### config.mk
export PLATFORM = sky130hd
export DESIGN_NAME = cache_control_flat
export DESIGN_NICKNAME = d
export VERILOG_FILES = /design/src/cache_types.sv /design/src/cache_ctrl_if.sv /design/src/cache_control.sv /design/src/flat_wrapper.sv
export SDC_FILE = /design/constraint.sdc
export NUM_CORES = 1
export LEC_CHECK = 0
export BUFFER_PORTS_ARGS = -buffer_cell sky130_fd_sc_hd__buf_2
export CAP_MARGIN = 30
export CORE_AREA = 2 2 39 41
export CTS_CLUSTER_DIAMETER = 40
export CTS_CLUSTER_SIZE = 40
export DETAILED_ROUTE_END_ITERATION = 7
export DIE_AREA = 0 0 41 43
export HOLD_SLACK_MARGIN = 0.06
export PLACE_DENSITY = 0.42
export SLEW_MARGIN = 10
export SYNTH_ARGS = -nofsm -noshare
export SYNTH_HDL_FRONTEND = slang
export SYNTH_SLANG_ARGS = --single-unit
### constraint.sdc
create_clock -name clk -period 3.1 [get_ports clk]
set_clock_uncertainty 0.2 [all_clocks]
set_input_delay 0.775 -clock clk [delete_from_list [all_inputs] [get_ports clk]]
set_output_delay 0.775 -clock clk [all_outputs]
set_load 0.01 [all_outputs]
### src/cache_types.sv
package cache_types;

    // ------------------------------------------------------------
    // geometry
    // ------------------------------------------------------------

    // address is offset, then index, then tag.
    localparam int offset_bits = 5;
    localparam int index_bits  = 4;
    localparam int tag_bits    = 32 - index_bits - offset_bits;

    localparam int num_sets  = 16;
    localparam int num_ways  = 4;
    localparam int line_bits = 256;
    localparam int mask_bits = 32;

    // ------------------------------------------------------------
    // datapath selects and control states
    // ------------------------------------------------------------

    // which way a data or dirty write goes to.
    typedef enum logic {
        hit_way = 1'b0,
        lru_way = 1'b1
    } way_sel_t;

    // cpu bytes under byte enable, or a whole line from memory.
    typedef enum logic {
        cpu_data = 1'b0,
        mem_data = 1'b1
    } data_src_t;

    // tag placed on the physical address.
    typedef enum logic {
        cpu_tag    = 1'b0,
        victim_tag = 1'b1
    } pmem_addr_src_t;

    typedef enum logic [1:0] {
        check     = 2'b00,
        writeback = 2'b01,
        fill      = 2'b10
    } cache_state_t;

endpackage : cache_types

### src/cache_ctrl_if.sv
`timescale 1ns/100ps

interface cache_ctrl_if;

    // status from the datapath.
    logic hit;
    logic victim_dirty;

    // load strobes, each writes at the edge ending its cycle.
    logic ld_valid;
    logic ld_tag;
    logic ld_data;
    logic ld_dirty;
    logic ld_plru;
    logic dirty_val;

    cache_types::way_sel_t       data_way_sel;
    cache_types::way_sel_t       dirty_way_sel;
    cache_types::data_src_t      data_src;
    cache_types::pmem_addr_src_t pmem_addr_src;

    modport control (
        input  hit, victim_dirty,
        output ld_valid, ld_tag, ld_data, ld_dirty, ld_plru, dirty_val,
        output data_way_sel, dirty_way_sel, data_src, pmem_addr_src
    );

    modport datapath (
        output hit, victim_dirty,
        input  ld_valid, ld_tag, ld_data, ld_dirty, ld_plru, dirty_val,
        input  data_way_sel, dirty_way_sel, data_src, pmem_addr_src
    );

endinterface : cache_ctrl_if

### src/cache_control.sv
`timescale 1ns/100ps

module cache_control (
    input  logic          clk,
    input  logic          rst,
    input  logic          mem_read,
    input  logic          mem_write,
    output logic          mem_resp,
    output logic          pmem_read,
    output logic          pmem_write,
    input  logic          pmem_resp,
    cache_ctrl_if.control ctrl
);

    cache_types::cache_state_t state;
    cache_types::cache_state_t next_state;

    always_ff @(posedge clk) begin
        if (rst) begin
            state <= cache_types::check;
        end else begin
            state <= next_state;
        end
    end

    // ------------------------------------------------------------
    // next state and outputs
    // ------------------------------------------------------------

    always_comb begin
        next_state = state;

        mem_resp   = 1'b0;
        pmem_read  = 1'b0;
        pmem_write = 1'b0;

        ctrl.ld_valid      = 1'b0;
        ctrl.ld_tag        = 1'b0;
        ctrl.ld_data       = 1'b0;
        ctrl.ld_dirty      = 1'b0;
        ctrl.ld_plru       = 1'b0;
        ctrl.dirty_val     = 1'b0;
        ctrl.data_way_sel  = cache_types::hit_way;
        ctrl.dirty_way_sel = cache_types::hit_way;
        ctrl.data_src      = cache_types::cpu_data;
        ctrl.pmem_addr_src = cache_types::cpu_tag;

        case (state)
            cache_types::check: begin
                if (mem_read || mem_write) begin
                    if (ctrl.hit) begin
                        // answered in the same cycle.
                        mem_resp     = 1'b1;
                        ctrl.ld_plru = 1'b1;
                        if (mem_write) begin
                            ctrl.ld_data   = 1'b1;
                            ctrl.ld_dirty  = 1'b1;
                            ctrl.dirty_val = 1'b1;
                        end
                    end else if (ctrl.victim_dirty) begin
                        next_state = cache_types::writeback;
                    end else begin
                        next_state = cache_types::fill;
                    end
                end
            end

            cache_types::writeback: begin
                pmem_write         = 1'b1;
                ctrl.pmem_addr_src = cache_types::victim_tag;
                if (pmem_resp) begin
                    next_state = cache_types::fill;
                end
            end

            cache_types::fill: begin
                pmem_read          = 1'b1;
                ctrl.data_way_sel  = cache_types::lru_way;
                ctrl.dirty_way_sel = cache_types::lru_way;
                ctrl.data_src      = cache_types::mem_data;
                if (pmem_resp) begin
                    // new line lands clean in the victim way.
                    ctrl.ld_data  = 1'b1;
                    ctrl.ld_tag   = 1'b1;
                    ctrl.ld_valid = 1'b1;
                    ctrl.ld_dirty = 1'b1;
                    ctrl.ld_plru  = 1'b1;
                    next_state    = cache_types::check;
                end
            end

            default: begin
                next_state = cache_types::check;
            end
        endcase
    end

endmodule : cache_control

### src/flat_wrapper.sv
// flat-port wrapper written by rule: the top's interface ports become plain ports
module cache_control_flat 
  (clk, rst, mem_read, mem_write, mem_resp, pmem_read, pmem_write, pmem_resp, ctrl_hit, ctrl_victim_dirty, ctrl_ld_valid, ctrl_ld_tag, ctrl_ld_data, ctrl_ld_dirty, ctrl_ld_plru, ctrl_dirty_val, ctrl_data_way_sel, ctrl_dirty_way_sel, ctrl_data_src, ctrl_pmem_addr_src);
  cache_ctrl_if ctrl_i ();
  input  logic clk;
  input  logic rst;
  input  logic mem_read;
  input  logic mem_write;
  output logic mem_resp;
  output logic pmem_read;
  output logic pmem_write;
  input  logic pmem_resp;
  input wire logic [$bits(ctrl_i.hit)-1:0] ctrl_hit;
  input wire logic [$bits(ctrl_i.victim_dirty)-1:0] ctrl_victim_dirty;
  output wire logic [$bits(ctrl_i.ld_valid)-1:0] ctrl_ld_valid;
  output wire logic [$bits(ctrl_i.ld_tag)-1:0] ctrl_ld_tag;
  output wire logic [$bits(ctrl_i.ld_data)-1:0] ctrl_ld_data;
  output wire logic [$bits(ctrl_i.ld_dirty)-1:0] ctrl_ld_dirty;
  output wire logic [$bits(ctrl_i.ld_plru)-1:0] ctrl_ld_plru;
  output wire logic [$bits(ctrl_i.dirty_val)-1:0] ctrl_dirty_val;
  output wire logic [$bits(ctrl_i.data_way_sel)-1:0] ctrl_data_way_sel;
  output wire logic [$bits(ctrl_i.dirty_way_sel)-1:0] ctrl_dirty_way_sel;
  output wire logic [$bits(ctrl_i.data_src)-1:0] ctrl_data_src;
  output wire logic [$bits(ctrl_i.pmem_addr_src)-1:0] ctrl_pmem_addr_src;
  assign ctrl_i.hit = ctrl_hit;
  assign ctrl_i.victim_dirty = ctrl_victim_dirty;
  assign ctrl_ld_valid = ctrl_i.ld_valid;
  assign ctrl_ld_tag = ctrl_i.ld_tag;
  assign ctrl_ld_data = ctrl_i.ld_data;
  assign ctrl_ld_dirty = ctrl_i.ld_dirty;
  assign ctrl_ld_plru = ctrl_i.ld_plru;
  assign ctrl_dirty_val = ctrl_i.dirty_val;
  assign ctrl_data_way_sel = ctrl_i.data_way_sel;
  assign ctrl_dirty_way_sel = ctrl_i.dirty_way_sel;
  assign ctrl_data_src = ctrl_i.data_src;
  assign ctrl_pmem_addr_src = ctrl_i.pmem_addr_src;
  cache_control u_core (.clk(clk), .rst(rst), .mem_read(mem_read), .mem_write(mem_write), .mem_resp(mem_resp), .pmem_read(pmem_read), .pmem_write(pmem_write), .pmem_resp(pmem_resp), .ctrl(ctrl_i));
endmodule
==> metrics.txt, run 1 <==
clock-pin slew on the worst setup and hold paths 30 ps; all-layer global routing usage 0.0681; internal power 0.0000874 W; post_cts resized 0; asr flop ratio synth 0; CP endpoint kind primary output; Crit Path Class in2out; antenna violations before repair 0; Syn Nets 33; Final Max Tran Viols 0; die width 41 um; CTS tree yes; Pwr per Cell Area 451 nW/um^2; share of layout cells above drive strength 1 0.548; Yosys warning total 0; Worst Path Arrival 1340 ps; CTS root buffer clkbuf_4; Slew headroom 0.747; die height 43 um; met3 track demand over resource 0.0366; run status complete, no violations; # setup viols final 0; Max-Cap Viols 0; Final #Nets 51; drt drc 0; average size of a mapped cell 7.07 sq um; Largest register FFs 2; most numerous cell in the Yosys netlist buf_4; hold_ws 386 ps; final wirelength 510 um; GP Congestion 0.711; Layout fillers 163; Crit Path Max Fanout 3; RSZ-0062 raised after global routing no; fin crit share 0.747; Core ar. 1380 sq um; Worst Tran Pin Value 378 ps; crit start category input port; routed len/inst 8.79 um; Placement Cell Area 254 sq um; Layout Utilization 0.200; met1 Resource Use GR 0.0735; CTS Buf Count 3; Peak VDD IR 0.0854 mV; top cells by area, synth buf_4, dfxtp_1, nor2b_1; Syn-to-layout area delta 50.3%; FP Rows 14; minimum clock period 2310 ps; synthesized area 184 sq um; Setup Buffers After CTS 0; post-DP HPWL 428 um; switch share 0.298; hold buffers post-CTS 0; # diodes 0; Die ar. 1760 sq um; Clock power frac 0.464; Cells after Synth 26; top flop regs u_core.state: 2 flops; Leak 0.182 nW; Final ANT Viol Nets 0; DRT Pass-1 Iters 4; number of synthesized register bits 2; Synth Flop Type dfxtp_1; worst path required time 2120 ps; Gate power share 0.303; busiest grt layer met2; GRT overflow 0; Port Buf Inserts 19; switching power 0.0000372 W; Cell variety after synth 14; I/O pin total 20; vias in the first global route 211; grt met2 use 0.0906; DR vias 217; DR vias/cell 3.74; Fin Setup TNS 0 ps; Seq/Total Area, Yosys 0.218; worst reg2reg setup slack 1730 ps; largest net degree at the start of global routing 8; Initial Util 0.133; # clock sinks 2; global-route wire length before repair 779 um; Worst Hold Class reg2reg; H-tree depth 1; EDFF count, synth 0; Max Freq 0.432 GHz; Largest Register u_core.state; Synth top area share 0.245; Synth top cells by count buf_4, nand2_1, nor2_1; dominant cell type by area after synthesis buf_4; sequential share of power 0.233; design area 277 sq um; Longest Clk Path Bufs 2; DRT iter0 DRCs 4; clk_lat worst skew 220 ps; final hold vios 0
==> area by class of cell <==
cell class	count	area (sq um)	area share
clock buffers	3	22.5	0.0814
inverters	2	7.51	0.0271
multi-input cells	16	91.3	0.330
flip-flops and latches	2	40.0	0.145
well taps	16	20.0	0.0724
repair buffers	19	95.1	0.344
==> worst paths after layout <==
kind | start | endpoint | cells past startpoint
worst max-delay path | ctrl_hit | ctrl_ld_data | 4
worst min-delay path | u_core.state[1]$_SDFFE_PP0P_ | u_core.state[0]$_SDFFE_PP0P_ | 3
worst max register to register | u_core.state[0]$_SDFFE_PP0P_ | u_core.state[1]$_SDFFE_PP0P_ | 3
worst min register to register | u_core.state[1]$_SDFFE_PP0P_ | u_core.state[0]$_SDFFE_PP0P_ | 3
==> per-stage QoR <==
step | setup slack, ps | instances | total power [W]
2_1_floorplan | 813 | 26 | 0.0000562
3_3_place_gp | 790 | 55 | 0.0000679
3_5_place_dp | 778 | 55 | 0.0000679
4_1_cts | 778 | 58 | 0.000129
5_1_grt | 691 | 58 | 0.000137
6_report | 786 | 58 | 0.000125
==> layout by cell type (no fill, tap or decap) <==
cell type,n
o21ai_0,1
a21o_1,1
and3_1,1
inv_1,2
nor2_2,1
nor2_1,3
buf_2,19
clkbuf_4,3
nand2_1,3
mux2i_1,1
nor2b_1,2
o21ai_1,1
o22ai_1,1
or4b_1,1
dfxtp_1,2
==> critical path: stages <==
cell and delay [ps]:
buf_2 110, and3_1 160, a21o_1 160, buf_2 140
==> power by group through the flow <==
stage                      clock, W  combinational, W  sequential (W)
final                     0.0000578         0.0000377       0.0000290
after detailed placement          0         0.0000385       0.0000294
after floorplan                   0         0.0000270       0.0000292
after global routing      0.0000652         0.0000422       0.0000294
after CTS                 0.0000617         0.0000387       0.0000290
after global placement            0         0.0000386       0.0000293
==> layer usage <==
metal  wire length [um]  vias to the layer above  share of wire
met5                  0                        -              0
met4                  0                        0              0
met3                 68                        0           0.13
met2                240                       10           0.47
met1                201                       94           0.39
li1                   -                      113              -
==> logic make-up after synthesis <==
group / synth area share
buffers and inverters: 0.286
muxes: 0.0544
and+or+nand+nor: 0.313
AOI/OAI and AO/OA: 0.129
DFF: 0.218
Note: power is estimated with default switching activity, not from simulation.
==> run 2: changes to the inputs <==
--- a/config.mk
+++ b/config.mk
@@ -13,7 +13,7 @@
 export DETAILED_ROUTE_END_ITERATION = 7
 export DIE_AREA = 0 0 41 43
 export HOLD_SLACK_MARGIN = 0.06
-export PLACE_DENSITY = 0.42
+export PLACE_DENSITY = 0.43
 export SLEW_MARGIN = 10
 export SYNTH_ARGS = -nofsm -noshare
 export SYNTH_HDL_FRONTEND = slang
==> constraint.sdc (replaced) <==
create_clock -name clk -period 2.1 [get_ports clk]
set_clock_uncertainty 0.2 [all_clocks]
set_input_delay 0.525 -clock clk [delete_from_list [all_inputs] [get_ports clk]]
set_output_delay 0.525 -clock clk [all_outputs]
set_load 0.01 [all_outputs]
==> run 2 against run 1 <==
  * Die area is the same
  * First-iteration DRC count shrank 75%
  * Register-to-register slack lost 1000 ps
  * Largest cell class unchanged
  * Sequential power grew 49%
  * Combinational power grew 49%
  * Global-route usage shrank 1.0 points
  * Hold slack lost 67 ps
  * Critical path depth is the same
==> metrics.txt, run 2 (same netlist as run 1, synthesis figures left out) <==
Final #Nets 51; Crit Path Max Fanout 7; # setup viols final 0; Worst Path Arrival 1170 ps; most frequent cells in the layout buf_2, nor2_1, nand2_1, clkbuf_4; Layout fillers 171; hold buffers post-CTS 0; DR vias 213; Longest Clk Path Bufs 2; Core ar. 1380 sq um; die width 41 um; final wirelength 477 um; drt drc 0; Worst Tran Pin Value 227 ps; antenna violations before repair 0; Min-Delay Endpoint u_core.state[1]$_SDFFE_PP0P_; minimum clock period 1900 ps; RR Endpoint u_core.state[1]$_SDFFE_PP0P_; Layout Utilization 0.202; Hold Crit Depth 2; # diodes 0; all-layer global routing usage 0.0581; Crit-path slowest cell dfxtp_1; share of layout cells above drive strength 1 0.571; Placement Cell Area 254 sq um; clk_lat worst skew 220 ps; DRT Pass-1 Iters 2; commonest non-fill, non-tap cell in the layout buf_2; Largest Register u_core.state; GRT overflow 0; run status complete, no violations; DR vias/cell 3.67; Syn-to-layout area delta 51.7%; I/O pin total 20; Final Max Tran Viols 0; crit start category register; Crit Path Class reg2out; CTS Buf Count 3; DRT iter0 DRCs 1; max incr delay on CP 340 ps; R2R Path Start u_core.state[0]$_SDFFE_PP0P_; Max-Cap Viols 0; RSZ-0062 raised after global routing no; CP endpoint kind primary output; Max Freq 0.527 GHz; routed len/inst 8.22 um; path depth of the worst reg2reg path 3; # clock sinks 2; placed cells 55; Initial Util 0.133; Fin Setup TNS 0 ps; Setup Buffers After CTS 0; Die ar. 1760 sq um; Port Buf Inserts 19; worst path required time 1370 ps; worst reg2reg setup slack 730 ps; clock-pin slew on the worst setup and hold paths 30 ps; Leak 0.182 nW; vias in the first global route 181; CTS tree yes; Peak VDD IR 0.189 mV; final hold vios 0; CTS root buffer clkbuf_4; post_cts resized 0; Layout Cells excl Fill 58; fin crit share 0.903; top flop regs u_core.state: 2 flops; die height 43 um; Hold Path Origin ctrl_victim_dirty; GP Congestion 0.760; H-tree depth 1; Worst Hold Class in2reg; hold_ws 319 ps; largest net degree at the start of global routing 8; design area 279 sq um; Slew headroom 0.848; Largest register FFs 2; worst path cell trace nor2b_2, nand2_1, o21ai_0, buf_2; global-route wire length before repair 669 um; FP Rows 14; Pwr per Cell Area 657 nW/um^2; post-DP HPWL 400 um; Final ANT Viol Nets 0
-- run 2: cell counts in the layout (fill, tap and decap cells not counted) --
Identical to the previous run, type by type.
-- run 2: per-stage QoR --
| step | power (W) | worst slack, ps |
|---|---|---|
| global route | 0.000199 | 62.0 |
| global placement | 0.0000998 | 275 |
| detailed placement | 0.000100 | 273 |
| CTS | 0.000190 | 42.1 |
| floorplan | 0.0000830 | 255 |
| finish | 0.000183 | 204 |
-- run 2: final cells by class --
type	instances	area, sq um	area share
repair buffers	19	95.1	0.341
clock buffers	3	22.5	0.0807
well taps	16	20.0	0.0717
inverters	2	7.51	0.0269
multi-input cells	16	93.8	0.336
flip-flops and latches	2	40.0	0.143
-- run 2: worst max path at each step --
| stage | depth (start not counted) | from | end |
|---|---|---|---|
| floorplan | 3 | u_core.state[1]$_SDFFE_PP0P_ | ctrl_ld_dirty |
| global placement | 4 | ctrl_hit | ctrl_ld_dirty |
| detailed placement | 4 | ctrl_hit | ctrl_ld_dirty |
| CTS | 4 | u_core.state[1]$_SDFFE_PP0P_ | ctrl_ld_plru |
| global route | 4 | u_core.state[1]$_SDFFE_PP0P_ | ctrl_ld_plru |
| finish | 4 | u_core.state[1]$_SDFFE_PP0P_ | ctrl_ld_plru |
-- run 2: power by group --
group / internal, W / switching (W) / total (W)
logic: 0.0000254 / 0.0000309 / 0.0000563
registers: 0.0000409 / 0.00000212 / 0.0000431
clock network: 0.0000630 / 0.0000210 / 0.0000840
-- run 2: per-layer routing --
layer,global-route usage,part of all wire
met5,0,0
met2,0.0781,0.47
met1,0.0639,0.42
met4,0.0200,0
met3,0.0524,0.11
-- run 2: critical path: cells and delay by family (launching register included) --
kind,cells,cell delay [ps]
AO/OA/AOI/OAI,1,90
AND/OR/NAND/NOR,2,360
flip-flops,1,340
buffers and inverters,1,160
